`src/backendPkg.sv`:
```
`default_nettype none

package backendPkg;

    localparam int ARCH_REGS  = 8;
    localparam int ARCH_W     = $clog2(ARCH_REGS);
    localparam int DATA_W     = 16;
    localparam int INST_W     = 16;
    localparam int IMM_W      = 7;

    // struct field sizes, module parameters must stay within these
    localparam int PHYS_TAG_W = 5;
    localparam int ROB_IDX_W  = 4;

    // encoding matches the 3-bit opcode field
    typedef enum logic [2:0] {
        ALU_ADD     = 3'd0,
        ALU_SUB     = 3'd1,
        ALU_AND     = 3'd2,
        ALU_OR      = 3'd3,
        ALU_XOR     = 3'd4,
        ALU_ADDI    = 3'd5,
        ALU_LI      = 3'd6,
        ALU_ILLEGAL = 3'd7
    } aluOpE;

    // inst: [15:13] opcode, [12:10] rd, [9:7] rs1, [6:4] rs2 or [6:0] imm
    typedef struct packed {
        logic              valid;
        logic [INST_W-1:0] inst;
    } fetchPktS;

    typedef struct packed {
        logic              valid;
        aluOpE             op;
        logic [ARCH_W-1:0] rd;
        logic [ARCH_W-1:0] rs1;
        logic [ARCH_W-1:0] rs2;
        logic [DATA_W-1:0] imm;
        logic              useRs1;
        logic              useRs2;
        logic              we;
    } decPktS;

    typedef struct packed {
        decPktS                dec;
        logic [PHYS_TAG_W-1:0] pd;
        logic [PHYS_TAG_W-1:0] oldPd;
        logic [PHYS_TAG_W-1:0] ps1;
        logic [PHYS_TAG_W-1:0] ps2;
        logic [ROB_IDX_W-1:0]  robIdx;
    } renPktS;

    typedef struct packed {
        logic                  valid;
        logic [PHYS_TAG_W-1:0] pd;
        logic [ROB_IDX_W-1:0]  robIdx;
        logic [DATA_W-1:0]     data;
    } wbPktS;

    typedef struct packed {
        logic              valid;
        logic              we;
        logic [ARCH_W-1:0] rd;
        logic [DATA_W-1:0] data;
    } commitPktS;

endpackage

`default_nettype wire

```
`src/decode.sv`:
```
`default_nettype none

module decode (
    input  logic                 clk,
    input  logic                 rstN,
    input  backendPkg::fetchPktS fetch,
    output backendPkg::decPktS   dec
);
    logic                          instValid;
    logic [backendPkg::INST_W-1:0] instWord;
    logic [2:0]                    opcode;

    always_ff @(posedge clk) begin
        if (!rstN) begin
            instValid <= 1'b0;
        end else begin
            instValid <= fetch.valid;
        end
        if (fetch.valid) begin
            instWord <= fetch.inst;
        end
    end

    assign opcode = instWord[15:13];

    always_comb begin
        dec.valid = instValid;
        dec.rd    = instWord[12:10];
        dec.rs1   = instWord[9:7];
        dec.rs2   = instWord[6:4];
        dec.imm   = {{(backendPkg::DATA_W - backendPkg::IMM_W){instWord[6]}}, instWord[6:0]};
        case (opcode)
            3'd0:    dec.op = backendPkg::ALU_ADD;
            3'd1:    dec.op = backendPkg::ALU_SUB;
            3'd2:    dec.op = backendPkg::ALU_AND;
            3'd3:    dec.op = backendPkg::ALU_OR;
            3'd4:    dec.op = backendPkg::ALU_XOR;
            3'd5:    dec.op = backendPkg::ALU_ADDI;
            3'd6:    dec.op = backendPkg::ALU_LI;
            default: dec.op = backendPkg::ALU_ILLEGAL;
        endcase
        // reg-reg ops read both, addi only rs1, li nothing
        dec.useRs1 = (opcode <= 3'd5);
        dec.useRs2 = (opcode <= 3'd4);
        dec.we     = (opcode != 3'd7);
    end

endmodule

`default_nettype wire

```
`src/rename.sv`:
```
`default_nettype none

module rename #(
    parameter int PHYS_REGS = 16,
    parameter int ROB_DEPTH = 8,
    parameter int IQ_DEPTH  = 4
) (
    input  logic                                clk,
    input  logic                                rstN,
    input  backendPkg::decPktS                  dec,
    input  logic [backendPkg::ROB_IDX_W-1:0]    robTail,
    input  logic [$clog2(ROB_DEPTH+1)-1:0]      robFree,
    input  logic [$clog2(IQ_DEPTH+1)-1:0]       iqFree,
    input  logic                                freeValid,
    input  logic [backendPkg::PHYS_TAG_W-1:0]   freeTag,
    output backendPkg::renPktS                  ren,
    output logic                                stall
);
    localparam int FL_DEPTH = PHYS_REGS - backendPkg::ARCH_REGS;
    localparam int FL_PTR_W = $clog2(FL_DEPTH);
    localparam int FL_CNT_W = $clog2(FL_DEPTH + 1);

    logic [backendPkg::PHYS_TAG_W-1:0] mapTable [backendPkg::ARCH_REGS];
    logic [backendPkg::PHYS_TAG_W-1:0] freeList [FL_DEPTH];
    logic [FL_PTR_W-1:0]               flHead;
    logic [FL_PTR_W-1:0]               flTail;
    logic [FL_CNT_W-1:0]               flCount;
    logic                              allocate;

    function automatic logic [FL_PTR_W-1:0] flNext(input logic [FL_PTR_W-1:0] ptr);
        return (ptr == FL_PTR_W'(FL_DEPTH - 1)) ? '0 : ptr + 1'b1;
    endfunction

    // only ops that write a register take a new tag
    assign allocate = dec.valid && dec.we;

    always_comb begin
        ren.dec    = dec;
        ren.ps1    = mapTable[dec.rs1];
        ren.ps2    = mapTable[dec.rs2];
        ren.oldPd  = mapTable[dec.rd];
        ren.pd     = allocate ? freeList[flHead] : '0;
        ren.robIdx = robTail;
    end

    always_ff @(posedge clk) begin
        if (!rstN) begin
            for (int i = 0; i < backendPkg::ARCH_REGS; i++) begin
                mapTable[i] <= backendPkg::PHYS_TAG_W'(i);
            end
            // upper tags start out free
            for (int i = 0; i < FL_DEPTH; i++) begin
                freeList[i] <= backendPkg::PHYS_TAG_W'(backendPkg::ARCH_REGS + i);
            end
            flHead  <= '0;
            flTail  <= '0;
            flCount <= FL_CNT_W'(FL_DEPTH);
        end else begin
            if (allocate) begin
                mapTable[dec.rd] <= freeList[flHead];
                flHead           <= flNext(flHead);
            end
            if (freeValid) begin
                freeList[flTail] <= freeTag;
                flTail           <= flNext(flTail);
            end
            flCount <= flCount + FL_CNT_W'(freeValid) - FL_CNT_W'(allocate);
        end
    end

    // margin of two covers the op sitting in decode
    assign stall = (flCount < 2) || (robFree < 2) || (iqFree < 2);

endmodule

`default_nettype wire

```
`src/rob.sv`:
```
`default_nettype none

module rob #(
    parameter int ROB_DEPTH = 8
) (
    input  logic                              clk,
    input  logic                              rstN,
    input  backendPkg::renPktS                ren,
    input  backendPkg::wbPktS                 wb,
    output logic [backendPkg::ROB_IDX_W-1:0]  robTail,
    output logic [$clog2(ROB_DEPTH+1)-1:0]    robFree,
    output logic                              freeValid,
    output logic [backendPkg::PHYS_TAG_W-1:0] freeTag,
    output backendPkg::commitPktS             commit
);
    localparam int PTR_W = $clog2(ROB_DEPTH);
    localparam int CNT_W = $clog2(ROB_DEPTH + 1);

    logic [backendPkg::ARCH_W-1:0]     rdQ    [ROB_DEPTH];
    logic [backendPkg::PHYS_TAG_W-1:0] oldPdQ [ROB_DEPTH];
    logic [backendPkg::DATA_W-1:0]     dataQ  [ROB_DEPTH];
    logic [ROB_DEPTH-1:0]              weQ;
    logic [ROB_DEPTH-1:0]              doneQ;
    logic [PTR_W-1:0]                  head;
    logic [PTR_W-1:0]                  tail;
    logic [CNT_W-1:0]                  count;
    logic [PTR_W-1:0]                  wbIdx;
    logic                              alloc;
    logic                              headHit;
    logic                              retire;
    logic [backendPkg::DATA_W-1:0]     headData;

    function automatic logic [PTR_W-1:0] robNext(input logic [PTR_W-1:0] ptr);
        return (ptr == PTR_W'(ROB_DEPTH - 1)) ? '0 : ptr + 1'b1;
    endfunction

    assign alloc   = ren.dec.valid;
    assign wbIdx   = wb.robIdx[PTR_W-1:0];
    assign robTail = backendPkg::ROB_IDX_W'(tail);
    assign robFree = CNT_W'(ROB_DEPTH) - count;

    // writeback to the head retires it without waiting for doneQ
    assign headHit = wb.valid && (wbIdx == head);
    assign retire  = (count != '0) && (doneQ[head] || headHit);

    always_comb begin
        if (headHit) begin
            headData = wb.data;
        end else if (weQ[head]) begin
            headData = dataQ[head];
        end else begin
            headData = '0;
        end
    end

    always_ff @(posedge clk) begin
        if (!rstN) begin
            head      <= '0;
            tail      <= '0;
            count     <= '0;
            freeValid <= 1'b0;
            commit    <= '0;
        end else begin
            if (alloc) begin
                tail <= robNext(tail);
            end
            if (retire) begin
                head <= robNext(head);
            end
            count     <= count + CNT_W'(alloc) - CNT_W'(retire);
            freeValid <= retire && weQ[head];
            commit    <= '{valid: retire, we: weQ[head], rd: rdQ[head], data: headData};
        end
        freeTag <= oldPdQ[head];
    end

    // entry payload
    always_ff @(posedge clk) begin
        if (alloc) begin
            rdQ[tail]    <= ren.dec.rd;
            oldPdQ[tail] <= ren.oldPd;
            weQ[tail]    <= ren.dec.we;
            // illegal ops never issue, so they are done on entry
            doneQ[tail]  <= !ren.dec.we;
        end
        if (wb.valid) begin
            doneQ[wbIdx] <= 1'b1;
            dataQ[wbIdx] <= wb.data;
        end
    end

endmodule

`default_nettype wire

```
`src/intIssueQueue.sv`:
```
`default_nettype none

module intIssueQueue #(
    parameter int PHYS_REGS = 16,
    parameter int IQ_DEPTH  = 4
) (
    input  logic                          clk,
    input  logic                          rstN,
    input  backendPkg::renPktS            ren,
    input  backendPkg::wbPktS             wb,
    output logic [$clog2(IQ_DEPTH+1)-1:0] iqFree,
    output logic                          issueValid,
    output backendPkg::renPktS            issue
);
    localparam int CNT_W  = $clog2(IQ_DEPTH + 1);
    localparam int SEL_W  = $clog2(IQ_DEPTH);
    localparam int PHYS_W = $clog2(PHYS_REGS);

    backendPkg::renPktS slots  [IQ_DEPTH];
    backendPkg::renPktS nSlots [IQ_DEPTH];
    logic [IQ_DEPTH-1:0]  rdy1;
    logic [IQ_DEPTH-1:0]  rdy2;
    logic [IQ_DEPTH-1:0]  nRdy1;
    logic [IQ_DEPTH-1:0]  nRdy2;
    logic [CNT_W-1:0]     count;
    logic [CNT_W-1:0]     nCount;
    logic [PHYS_REGS-1:0] busy;
    logic                 enq;
    logic                 selValid;
    logic [SEL_W-1:0]     selIdx;

    function automatic logic wbHit(input backendPkg::wbPktS bus,
                                   input logic [backendPkg::PHYS_TAG_W-1:0] tag);
        return bus.valid && (bus.pd == tag);
    endfunction

    // illegal ops skip the queue
    assign enq    = ren.dec.valid && ren.dec.we;
    assign iqFree = CNT_W'(IQ_DEPTH) - count;

    // slot 0 is oldest, take the lowest ready slot
    always_comb begin
        selValid = 1'b0;
        selIdx   = '0;
        for (int i = IQ_DEPTH - 1; i >= 0; i--) begin
            if ((CNT_W'(i) < count) &&
                (rdy1[i] || wbHit(wb, slots[i].ps1)) &&
                (rdy2[i] || wbHit(wb, slots[i].ps2))) begin
                selValid = 1'b1;
                selIdx   = SEL_W'(i);
            end
        end
    end

    always_comb begin
        nSlots = slots;
        nRdy1  = rdy1;
        nRdy2  = rdy2;
        nCount = count;
        for (int i = 0; i < IQ_DEPTH; i++) begin
            if (wbHit(wb, slots[i].ps1)) begin
                nRdy1[i] = 1'b1;
            end
            if (wbHit(wb, slots[i].ps2)) begin
                nRdy2[i] = 1'b1;
            end
        end
        // close the gap left by the issued slot
        if (selValid) begin
            for (int i = 0; i < IQ_DEPTH - 1; i++) begin
                if (i >= int'(selIdx)) begin
                    nSlots[i] = nSlots[i+1];
                    nRdy1[i]  = nRdy1[i+1];
                    nRdy2[i]  = nRdy2[i+1];
                end
            end
            nCount = count - 1'b1;
        end
        if (enq) begin
            for (int i = 0; i < IQ_DEPTH; i++) begin
                if (CNT_W'(i) == nCount) begin
                    nSlots[i] = ren;
                    nRdy1[i]  = !ren.dec.useRs1 || !busy[ren.ps1[PHYS_W-1:0]] ||
                                wbHit(wb, ren.ps1);
                    nRdy2[i]  = !ren.dec.useRs2 || !busy[ren.ps2[PHYS_W-1:0]] ||
                                wbHit(wb, ren.ps2);
                end
            end
            nCount = nCount + 1'b1;
        end
    end

    always_ff @(posedge clk) begin
        if (!rstN) begin
            count      <= '0;
            rdy1       <= '0;
            rdy2       <= '0;
            busy       <= '0;
            issueValid <= 1'b0;
        end else begin
            count      <= nCount;
            rdy1       <= nRdy1;
            rdy2       <= nRdy2;
            issueValid <= selValid;
            if (wb.valid) begin
                busy[wb.pd[PHYS_W-1:0]] <= 1'b0;
            end
            if (enq) begin
                busy[ren.pd[PHYS_W-1:0]] <= 1'b1;
            end
        end
        slots <= nSlots;
        issue <= slots[selIdx];
    end

endmodule

`default_nettype wire

```
`src/execute.sv`:
```
`default_nettype none

module execute #(
    parameter int PHYS_REGS = 16
) (
    input  logic               clk,
    input  logic               rstN,
    input  logic               issueValid,
    input  backendPkg::renPktS issue,
    output backendPkg::wbPktS  wb
);
    localparam int PHYS_W = $clog2(PHYS_REGS);

    logic [backendPkg::DATA_W-1:0] regFile [PHYS_REGS];
    logic [backendPkg::DATA_W-1:0] src1;
    logic [backendPkg::DATA_W-1:0] src2;
    logic [backendPkg::DATA_W-1:0] result;

    // forward the value being written this cycle
    assign src1 = (wb.valid && wb.pd == issue.ps1) ? wb.data : regFile[issue.ps1[PHYS_W-1:0]];
    assign src2 = (wb.valid && wb.pd == issue.ps2) ? wb.data : regFile[issue.ps2[PHYS_W-1:0]];

    always_comb begin
        case (issue.dec.op)
            backendPkg::ALU_ADD:  result = src1 + src2;
            backendPkg::ALU_SUB:  result = src1 - src2;
            backendPkg::ALU_AND:  result = src1 & src2;
            backendPkg::ALU_OR:   result = src1 | src2;
            backendPkg::ALU_XOR:  result = src1 ^ src2;
            backendPkg::ALU_ADDI: result = src1 + issue.dec.imm;
            backendPkg::ALU_LI:   result = issue.dec.imm;
            default:              result = '0;
        endcase
    end

    always_ff @(posedge clk) begin
        if (!rstN) begin
            wb.valid <= 1'b0;
            // all tags read as zero out of reset
            for (int i = 0; i < PHYS_REGS; i++) begin
                regFile[i] <= '0;
            end
        end else begin
            wb.valid <= issueValid;
            if (wb.valid) begin
                regFile[wb.pd[PHYS_W-1:0]] <= wb.data;
            end
        end
        wb.pd     <= issue.pd;
        wb.robIdx <= issue.robIdx;
        wb.data   <= result;
    end

endmodule

`default_nettype wire

```
`src/backend.sv`:
```
`default_nettype none

module backend #(
    parameter int PHYS_REGS = 16,
    parameter int ROB_DEPTH = 8,
    parameter int IQ_DEPTH  = 4
) (
    input  logic                  clk,
    input  logic                  rstN,
    input  backendPkg::fetchPktS  fetch,
    output logic                  stall,
    output backendPkg::commitPktS commit
);
    backendPkg::decPktS                dec;
    backendPkg::renPktS                ren;
    backendPkg::renPktS                issue;
    backendPkg::wbPktS                 wb;
    logic [backendPkg::ROB_IDX_W-1:0]  robTail;
    logic [$clog2(ROB_DEPTH+1)-1:0]    robFree;
    logic [$clog2(IQ_DEPTH+1)-1:0]     iqFree;
    logic                              freeValid;
    logic [backendPkg::PHYS_TAG_W-1:0] freeTag;
    logic                              issueValid;

    decode decodeI (.*);

    // stall back to fetch comes out of rename
    rename #(
        .PHYS_REGS(PHYS_REGS),
        .ROB_DEPTH(ROB_DEPTH),
        .IQ_DEPTH (IQ_DEPTH)
    ) renameI (.*);

    rob #(
        .ROB_DEPTH(ROB_DEPTH)
    ) robI (.*);

    intIssueQueue #(
        .PHYS_REGS(PHYS_REGS),
        .IQ_DEPTH (IQ_DEPTH)
    ) intIqI (.*);

    // wb doubles as the wakeup broadcast
    execute #(
        .PHYS_REGS(PHYS_REGS)
    ) executeI (.*);

endmodule

`default_nettype wire

```
`config.mk`:
```
export PLATFORM = sky130hd
export DESIGN_NAME = backend
export DESIGN_NICKNAME = d
export VERILOG_FILES = /design/src/backendPkg.sv /design/src/decode.sv /design/src/rename.sv /design/src/rob.sv /design/src/intIssueQueue.sv /design/src/execute.sv /design/src/backend.sv
export SDC_FILE = /design/constraint.sdc
export NUM_CORES = 1
export LEC_CHECK = 0
export BUFFER_PORTS_ARGS = -buffer_cell sky130_fd_sc_hd__clkbuf_2
export CORE_MARGIN = 4
export CORE_UTILIZATION = 55
export CTS_CLUSTER_SIZE = 30
export DETAILED_ROUTE_END_ITERATION = 16
export HOLD_SLACK_MARGIN = 0.08
export PLACE_DENSITY = 0.71
export SLEW_MARGIN = 25
export SYNTH_ARGS = -nofsm -noshare
export SYNTH_HDL_FRONTEND = slang
export SYNTH_SLANG_ARGS = --single-unit
```
`constraint.sdc`:
```
create_clock -name clk -period 6.4 [get_ports clk]
set_input_delay 0.32 -clock clk [delete_from_list [all_inputs] [get_ports clk]]
set_output_delay 0.32 -clock clk [all_outputs]
set_load 0.05 [all_outputs]
```
======== After elaboration in Yosys (flattened, before gate mapping) ========
Memory sizes are Yosys's and may differ from the RTL's. A register that Yosys moved wholly into a read port is not among the register bits.
Cells that the tools add are included.
word-level totals
  output and inout bits ................... 22
  memory bits (writable) .................. 528
  bits of input ports ..................... 19
  logic and storage cells ................. 339
  memories kept ........................... 6
  bits in registers ....................... 376
memory list
  memory            words  width  rd ports  clocked after memory_dff  wr ports  line           source
  executeI.regFile  16     16     2         2                         16        execute.sv:14  logic [backendPkg::DATA_W-1:0] regFile [PHYS_REGS];
  robI.dataQ        8      16     1         1                         1         rob.sv:21      logic [backendPkg::DATA_W-1:0] dataQ [ROB_DEPTH];
  renameI.freeList  8      5      1         1                         8         rename.sv:24   logic [backendPkg::PHYS_TAG_W-1:0] freeList [FL_DEPTH];
  renameI.mapTable  8      5      3         3                         8         rename.sv:23   logic [backendPkg::PHYS_TAG_W-1:0] mapTable [backendPkg::ARCH_REGS];
  robI.oldPdQ       8      5      1         1                         1         rob.sv:20      logic [backendPkg::PHYS_TAG_W-1:0] oldPdQ [ROB_DEPTH];
  robI.rdQ          8      3      1         1                         1         rob.sv:19      logic [backendPkg::ARCH_W-1:0] rdQ [ROB_DEPTH];
operators by class
  bitwise gates (word level) .............. 8
  equality and inequality tests ........... 33
  add/subtract/negate cells ............... 15
  mux-type cells .......................... 111
  magnitude comparators ................... 24
  reductions and logical operators ........ 57
operator list
  cell                                                                          number
  56-bit two-way mux                                                            7
  224-bit two-way mux                                                           1
  168-bit two-way mux                                                           1
  16-bit two-way mux                                                            8
  56-bit binary-select mux with 2-bit select                                    1
  16-bit one-hot mux with 7 select lines                                        1
  55-bit two-way mux                                                            2
  5-bit equality test                                                           12
  3-bit two-way mux                                                             17
  1-bit two-way mux                                                             50
  16-bit adder                                                                  2
  16-bit AND                                                                    2
  16-bit bitwise OR                                                             2
  3-bit equality test, second input constant                                    10
  1-bit logical AND                                                             28
  3-bit one-hot mux with 7 select lines                                         1
  4-bit by 5-bit less-than comparator with 1-bit output, second input constant  4
  8-bit bitwise mux                                                             2
  8-bit two-way mux                                                             2
  16-bit NOT                                                                    1
  16-bit OR reduction                                                           1
  16-bit subtractor                                                             1
  16-bit bitwise XOR                                                            1
  3-bit by 1-bit adder with 3-bit output, second input constant                 5
  other kinds (37)                                                              86

======== Logic depth before layout (Yosys ltp) ========
Gate-level depths: netlist of the first run.
  word-level depth ........................ 14
  depth in mapped cells ................... 24
  gate-level depth less buffers ........... 20

======== Hierarchy ========
From an unflattened synthesis of the first run, not the netlist that was laid out.
second synthesis, totals
  cells, all modules ...................... 3,790
  area, all modules ....................... 47,257.8 um2
modules (own cells, without submodules)
  module         cells each  seq. area each (um2)  times used  area each (um2)
  execute        1,269       8,207.9               1           17,001.3
  intIssueQueue  1,517       6,726.5               1           14,452.6
  rob            514         6,966.7               1           9,552.9
  rename         440         2,662.6               1           5,524.0
  decode         50          500.5                 1           726.9

======== Worst setup path after synthesis of the first run ========
No wires, ideal clock.
  path type ............................... reg2reg
  from .................................... register, netlist name intIqI.issue[4]
  to ...................................... register, netlist name executeI.wb[15]
  data required time ...................... 6,331 ps
  period minus slack after synthesis ...... 4,939 ps
  arrival ................................. 4,871 ps
  library setup time ...................... 69 ps
  stages on the path, launching flop included .. 23
  setup slack ............................. 1,461 ps
  cells stage by stage .................... dfxtp_1 -> buf_6 -> buf_12 -> buf_6 -> buf_6 -> mux4_2 -> a211oi_2 -> a22oi_1 -> a211o_1 -> nor3_2 -> nand3_1 -> or3_1 -> a31oi_1 -> o221a_1 -> ha_1 -> nor2b_1 -> a41oi_1 -> o311ai_0 -> a31oi_1 -> o21bai_1 -> a21oi_1 -> xnor3_1 -> o21ai_1
between the ends
  cells in the longest elaborated chain, start to end .. 5
ends and longest elaborated chain
  item                                       line           source
  5-bit equality test *                      execute.sv:21  assign src2 = (wb.valid && wb.pd == issue.ps2) ? wb.data : regFile[issue.ps2[PHYS_W-1:0]];
  1-bit logical AND *                        execute.sv:21
  16-bit two-way mux *                       execute.sv:21
  16-bit subtractor (tied with other cells)  execute.sv:26  backendPkg::ALU_SUB: result = src1 - src2;
  16-bit one-hot mux with 7 select lines *   execute.sv:24  case (issue.dec.op)
Mark *: on every way between the ends. The rest lies on a longest branch, timed or not.
A chain may end at the register's enable or synchronous reset.

======== Worst setup path in the final report of the first run ========
  from .................................... register, netlist name intIqI.issue[4]
  to ...................................... register, netlist name executeI.wb[15]
between the ends
  cells in the longest elaborated chain, start to end .. 5
ends and longest elaborated chain
  item                                       line
  5-bit equality test *                      execute.sv:21
  1-bit logical AND *                        execute.sv:21
  16-bit two-way mux *                       execute.sv:21
  16-bit subtractor (tied with other cells)  execute.sv:26
  16-bit one-hot mux with 7 select lines *   execute.sv:24
Marks and branches as above.

==> results list, run 1 <==
- Maximum ir drop on the vdd rail: 0.2342 mV
- Number of hold buffers added after cts: 16
- Proportion of synthesized flip-flops having asynchronous set or reset: 0
- The initial utilization of the core area, before any placement, comes to 0.5592.
- The area growth from synthesis to layout is 10.75%.
* Total buffers and inverters traversed by the critical path: 1
- In this run the worst hold path is classified as reg -> reg.
* Total power consumption of the routed design: 0.01794 W
- In this run, distinct cell masters in the synthesized netlist total 76.
- For this design the static power due to leakage is 16.23 nW.
- Headroom to the max-slew limit came out at 0.3068.
- Max Clock Skew: 0.03606 ns
- The floorplan step defined a die boundary enclosing 0.07912 mm^2.
- Of the post-synthesis cell area, the part taken by muxes is 0.1898.
* Placement row count: 99
* Adder and majority gate portion of the synthesized area: 0.02492
- Synth Cell Area: 0.04108 mm^2
- Area share of and/or/nand/nor cells after synthesis: 0.1148
- The flow ran to the end, and the final reports show no timing, DRC or antenna violations.
- Clock-pin slew was measured on the worst setup and hold paths at 0.06 ns.
* Overall track demand over capacity in global routing: 0.2789
* Arrival time worst endpoint: 6.10 ns
* I/O Pins: 41
- The final number of hold-violating endpoints was 0.
- Dividing total power by cell area gives a power density of 394.3 mW/mm^2.
* Cell types with the largest area share after synthesis: edfxtp_1 42%, mux4_2 14%, dfxtp_1 13%
- Routed Antenna Nets: 0
- Detailed placement finished with a half-perimeter wire length of 70880 um.
* Post-route fraction of the period consumed by the critical path: 0.8677
- STA classifies the critical path startpoint as a register.
- Yosys reg bits: 852
* Worst Path Max Fanout: 40
* Min Tclk post-route: 5.553 ns
* Fmax achieved: 180.1 MHz
- GP Congestion: 0.9330
* Clock latency at the later pin of the worst-skew pair: 0.64 ns
- Area share of the largest cell type after synthesis: 0.4240
- Yosys mapped a number of flops with a built-in enable equal to 580.
* Length of the first detailed-routing pass in iterations: 6
- Library cell occupying the most area in the post-synthesis netlist: edfxtp_1
* Parity-gate share of the synthesized area counting xor and xnor cells: 0.01761
- By area, the combinational part of the netlist is dominated by multiplexers.
- Number of antenna cells inserted: 0
- Summed over all failing endpoints, the final setup total negative slack is 0 ns.
- Vert. Die Dim: 281.3 um
* Slowest stage delay, CP: 0.56 ns
- Among all flip-flop cells after synthesis, the most frequent one is edfxtp_1.
* Final Net Count: 3284
* Max-cap violations: 0
- Counting the buffers created by CTS gives 88.
- Category of the worst setup path capture point: register
- Sequential fraction of the synthesis area: 0.5566
* Worst Max-Slew Pin Slew: 1.038 ns
- Compound-gate portion of the synthesized area: 0.06281
- Post-synthesis net count: 3280
- CTS max path bufs: 3
* Crit-path slowest cell: mux4_2
* Standard cell core area: 0.07345 mm^2
- Once the clock tree was built, the setup fixing pass inserted 0 buffers.
* Final cell count without fillers: 4215
- From left edge to right edge, the die measures 281.3 um.
- The total overflow left after global routing is 0.
- Total wire length after detailed routing: 110000 um
- Share of layout cells above drive strength 1: 0.1978
- The number of antenna violations at the first check in global routing is 1.
- Counting every instance in the synthesized netlist gives 3181.
* Count of pins over their slew limit: 0
- Setup violations remaining at the end of the flow were counted as 0.
* Number of warnings issued by yosys: 0
- Global-route wire length before repair: 167900 um
- TritonCTS built the clock tree.
- DRC errors left: 0
- Deepest level of the CTS H-tree: 3
- After detailed routing, the average wire length per cell comes to 26.10 um.
- At the worst endpoint, the required time is 6.95 ns.
* Vias: 27410
- In this run, the number of DRC markers left after iteration 0 of detailed routing was 3129.
- Vias in the first global route: 27870
* Critical Setup Path Class: reg -> reg
- Counting tap cells, the placed design contains a total of 4038 instances.
* Count of instances resized after the clock tree is built: 0
- During placement, the flow inserted port buffers numbering 40.
- Maximum number of pins on one net before global-route repair: 52
- After detailed routing, the number of vias per cell comes to 6.503.
- After synthesis, the mean cell area works out to 12.91 um^2.
* Setup repair after global routing missed its margin: false
- Traced cell by cell, the critical path runs through buf_12 > mux4_2 > nor2b_1 > a211oi_2 > a22oi_1 > a211o_1 > nor3_2 > nand3_1 > or3_1 > a31oi_1 > o221a_1 > ha_1 > nor2b_1 > a41oi_1 > o311ai_0 > a31oi_1 > o21bai_1 > a21oi_1 > xnor3_1 > o21ai_1.
- The cell family contributing the most delay on the critical path is compound AO/OA/AOI/OAI gates.
* CTS Sinks: 852
- CTS placed an instance of clkbuf_16 at the clock tree root.
==> per-layer routing <==
layer | routed length, um | part of all wire | global-route usage
met1 | 42140 | 0.38 | 0.3734
met4 | 5270 | 0.048 | 0.1290
met3 | 9745 | 0.089 | 0.04203
met5 | 0 | 0 | 0
met2 | 52860 | 0.48 | 0.4547
==> synth_stat cells (72+ instances only) <==
cell and instances:
edfxtp_1 580, dfxtp_1 272, nand2_1 270, mux4_2 257
and2_1 178, clkbuf_1 174, a21oi_1 167, nor2_1 161
mux2i_1 128, nor3_1 117, inv_1 107, ha_1 77
o21ai_0 72
==> layout make-up <==
class / count / area [um^2]
clock buffer: 118 / 2450
clock inverter: 43 / 469.2
fill: 5525 / 27960
inverter: 112 / 420.4
multi-input combinational: 1983 / 16980
sequential: 852 / 22880
tap: 959 / 1200
timing repair buffer: 148 / 1089
==> placed cells by master (no fill, tap or decap), types with 16 or more instances in the layout <==
| cell type | n |
|---|---|
| dfxtp_1 | 263 |
| xnor2_1 | 34 |
| ha_1 | 77 |
| buf_4 | 89 |
| and2_1 | 178 |
| xor2_1 | 46 |
| nor2_1 | 154 |
| nand3_1 | 37 |
| dlygate4sd3_1 | 16 |
| nor2b_1 | 36 |
| a31oi_1 | 44 |
| nor3_1 | 111 |
| o21ai_2 | 16 |
| mux2_2 | 60 |
| clkbuf_16 | 92 |
| mux4_2 | 257 |
| clkbuf_1 | 21 |
| nand2b_1 | 35 |
| o21ai_0 | 56 |
| and3_1 | 28 |
| edfxtp_1 | 580 |
| nand2_1 | 269 |
| o22ai_1 | 28 |
| mux2i_1 | 128 |
| clkbuf_2 | 40 |
| a211oi_1 | 43 |
| nor4_1 | 40 |
| clkinv_1 | 16 |
| a21oi_1 | 165 |
| inv_1 | 105 |
==> state kept, by name (all words and copies together) (netlist names), 16 cells and up, named ones only <==
register          cells
executeI.regFile    256
executeI.wb          25
decodeI.instWord     16
intIqI.busy          16
renameI.mapTable     40
robI.rdQ             24
robI.dataQ          128
renameI.freeList     40
intIqI.issue         37
intIqI.slots        139
robI.commit          21
robI.oldPdQ          40
==> report_power, final <==
part           switching, W  internal [W]  total [W]
Combinational       0.00297       0.00232    0.00529
Sequential         0.000867       0.00661    0.00748
Clock               0.00214       0.00302    0.00517
Total               0.00598        0.0120     0.0179
==> worst paths after layout <==
path / endpoint / from / cells after the start / slack (ns)
min: executeI.wb[24] / intIqI.issue[23] / 0 / 0.33
max: executeI.wb[15] / intIqI.issue[4] / 20 / 0.85
min reg2reg: executeI.wb[24] / intIqI.issue[23] / 0 / 0.33
max reg2reg: executeI.wb[15] / intIqI.issue[4] / 20 / 0.85
==> cells by family (layout without fill, tap and decap cells) <==
kind of cell	Yosys count	in the layout
and+or+nand+nor	947	947
DFF	852	852
muxes	448	448
AOI/OAI and AO/OA	427	427
buffers and inverters	346	421
xor gates and xnor gates	81	81
adders and majority gates	80	80
==> per-stage QoR <==
step	utilization	setup WS, ns	hold slack [ns]	cell area (um^2)
after floorplan	-	1.461	0.3096	41080
after global placement	0.5769	0.9772	0.3151	42370
after detailed placement	0.5773	0.9630	0.3161	42410
after CTS	0.6192	0.8719	0.3300	45490
after global routing	0.6193	0.5157	0.3398	45490
final	0.6193	0.8470	0.3286	45490
Note: power is estimated with default switching activity, not from simulation.
==> run 2: changes to the inputs <==
--- a/config.mk
+++ b/config.mk
@@ -12,5 +12,5 @@
 export DETAILED_ROUTE_END_ITERATION = 16
 export HOLD_SLACK_MARGIN = 0.08
-export PLACE_DENSITY = 0.71
+export PLACE_DENSITY = 0.82
 export SLEW_MARGIN = 25
 export SYNTH_ARGS = -nofsm -noshare
==> constraint.sdc (replaced) <==
create_clock -name clk -period 6.4 [get_ports clk]
set_input_delay 0.32 -clock clk [delete_from_list [all_inputs] [get_ports clk]]
set_output_delay 0.32 -clock clk [all_outputs]
set_load 0.1 [all_outputs]
==> results list, run 2 (synthesized netlist as in run 1, its figures left out) <==
* Status: completed
- The first global-routing pass estimated 168300 um of wire.
- The smallest clock period supported by the final layout is computed as 5.625 ns.
- The worst setup path is captured at a register.
* Vias: 27700
* Setup repair after global routing missed its margin: false
* Arrival time worst endpoint: 6.23 ns
- Clock latency at the later pin of the worst-skew pair: 0.67 ns
* Highest-count cells in the layout ignoring fill and taps: 580 x edfxtp_1, 268 x nand2_1, 263 x dfxtp_1
- The layout has 5252 filler cells.
- Global routing finished with a remaining overflow of 0.
- Final TNS setup: 0 ns
* Post-route fraction of the period consumed by the critical path: 0.8788
- In this run the core area contains 99 standard-cell rows.
- GP Congestion: 0.9617
- Setup violators final: 0
- The final number of hold-violating endpoints was 0.
- For the pin with the worst max-slew slack, the measured transition is 1.129 ns.
- TritonCTS built the clock tree.
- The tightest min-delay check is of the reg -> reg type.
- On the critical path, the stage with the largest delay is an instance of dfxtp_4.
* Worst Path Max Fanout: 28
- Max-cap violations: 0
- Clock-pin slew was measured on the worst setup and hold paths at 0.07 ns.
- No sink is reached through more buffers than the 3 on the longest clock path.
- After clock tree synthesis, the repair step resized 0 gates.
- TritonCTS Buffers: 88
* DRC errors left: 0
- For the worst setup path, the data required time is 7.01 ns.
* Most common library cell in the layout ignoring fill and taps: edfxtp_1
- Die outline width: 281.3 um
* Share of layout cells above drive strength 1: 0.2037
- The register with the most flip-flops in the layout has 256 of them.
- Detailed placement finished with a half-perimeter wire length of 69400 um.
- The H-tree was split into 3 levels.
- Number of buffers inserted by post-CTS setup repair: 0
* Critical Setup Path Class: reg -> reg
- Number of DRC markers in iteration 0: 4021
- The cell sitting at the root of the clock tree is a clkbuf_16.
- IR analysis of the VDD net gives a maximum drop of 0.2438 mV.
- The initial utilization of the core area, before any placement, comes to 0.5592.
- Storage cell area: 0.02288 mm^2
* Via count normalized by instance count: 6.566
- Length of the first detailed-routing pass in iterations: 6
- PD cells: 396.0 mW/mm^2
- Vert. Die Dim: 281.3 um
- Number of buffer cells added on primary ports: 40
- Instance count along the most critical hold path: 0
- Initial antenna violation count: 7
- Synthesis-to-layout area growth: 10.87%
* Type of element launching the critical path: register
- Standard cell core area: 0.07345 mm^2
- For this block, the routed nets add up to 110000 um of wire.
- Drt wl/cell: 26.06 um
* Final Net Count: 3285
- Slowest stage delay, CP: 0.73 ns
- The detail route stage leaves a number of antenna-violating nets equal to 0.
- The finished layout holds 4219 standard cells, fillers aside.
* Max-slew headroom at the worst pin: 0.2445
- Area occupied by multi-input gates: 0.01702 mm^2
* Largest regs: executeI.regFile: 256 flops, intIqI.slots: 139 flops, robI.dataQ: 128 flops
- The signal on the critical path passes through buf_4 > mux4_2 > mux4_2 > mux2_4 > or3_4 > nor4_4 > a31oi_1 > o221a_1 > ha_1 > nor2b_1 > a41oi_1 > o311ai_0 > a31oi_1 > o21bai_1 > a21oi_1 > xnor3_1 > o21ai_1.
- Max Clock Skew: 0.05662 ns
- The via count of the first global-routing pass was 27950.
- Entering global routing, the biggest net connects 65 pins.
- The die covers 0.07912 mm^2.
* Cell count after placement: 4039
* CTS Sinks: 852
- For this run, the total global-route usage over all layers was measured as 0.2793.
- Fmax achieved: 177.8 MHz
- The number of cells on the worst reg-to-reg path is 17.
* Count of pins over their slew limit: 0
* I/O Pins: 41
- executeI.regFile holds more flip-flops than any other register.
* Leakage power: 16.25 nW
-- run 2: cell count changes in the layout (fill, tap and decap cells not counted), sizes merged --
cell,previous run,this run
buf,92,93
clkinv,33,35
bufinv,8,5
clkinvlp,3,8
clkbuf,158,154
inv,111,113
diode,0,1
-- run 2: critical path: cells and delay by family (launching register included) --
kind | cells | cell delay [ns]
flip-flops | 1 | 0.73
AND/OR/NAND/NOR | 3 | 0.99
adder cells (fa/ha/maj) | 1 | 0.37
multiplexers | 3 | 1.39
XOR/XNOR | 1 | 0.34
buffers and inverters | 1 | 0.32
AO/OA/AOI/OAI | 8 | 1.39
-- run 2: final cells by class --
class / count / share of cell area
diodes: 1 / 0.00005495
clock inverters: 49 / 0.01173
inverters: 112 / 0.009231
repair buffers: 149 / 0.02324
well taps: 959 / 0.02635
flip-flops and latches: 852 / 0.5023
multi-input cells: 1983 / 0.3737
clock buffers: 114 / 0.05338
-- run 2: path summary, 6_finish.rpt --
path	start	endpoint	slack (ns)
worst max-delay path	intIqI.issue[4]	executeI.wb[15]	0.78
worst min-delay path	intIqI.issue[21]	executeI.wb[22]	0.33
worst max register to register	intIqI.issue[4]	executeI.wb[15]	0.78
worst min register to register	intIqI.issue[21]	executeI.wb[22]	0.33
-- run 2: per-stage QoR --
stage / utilization / hold WS (ns) / power, W / cell area (um^2) / setup slack [ns]
finish: 0.6200 / 0.3267 / 0.01803 / 45540 / 0.7754
global route: 0.6200 / 0.3327 / 0.01885 / 45540 / 0.3819
CTS: 0.6198 / 0.2975 / 0.01797 / 45530 / 0.7942
detailed placement: 0.5773 / 0.3143 / 0.01275 / 42400 / 0.7982
global placement: 0.5770 / 0.3124 / 0.01262 / 42380 / 0.8839
floorplan: - / 0.3096 / 0.01123 / 41080 / 1.461
-- run 2: power by group --
group	internal (W)	switching [W]	total, W
clock	0.00293	0.00227	0.00520
combinational	0.00232	0.00300	0.00532
sequential	0.00661	0.000899	0.00751
-- run 2: routing by layer --
metal	share of wire	up-vias	track usage	wire, um
met3	0.12	350	0.06430	12790
li1	-	11920	-	-
met5	0.0011	-	0	121
met4	0.046	8	0.1280	5083
met2	0.47	1853	0.4394	51320
met1	0.37	13570	0.3741	40640
-- run 2: timing repair --
item                                    4_1_cts  5_1_grt
hold buffers                                 16        0
endpoints found under the hold margin        25        0
endpoints found under the setup margin        0        0
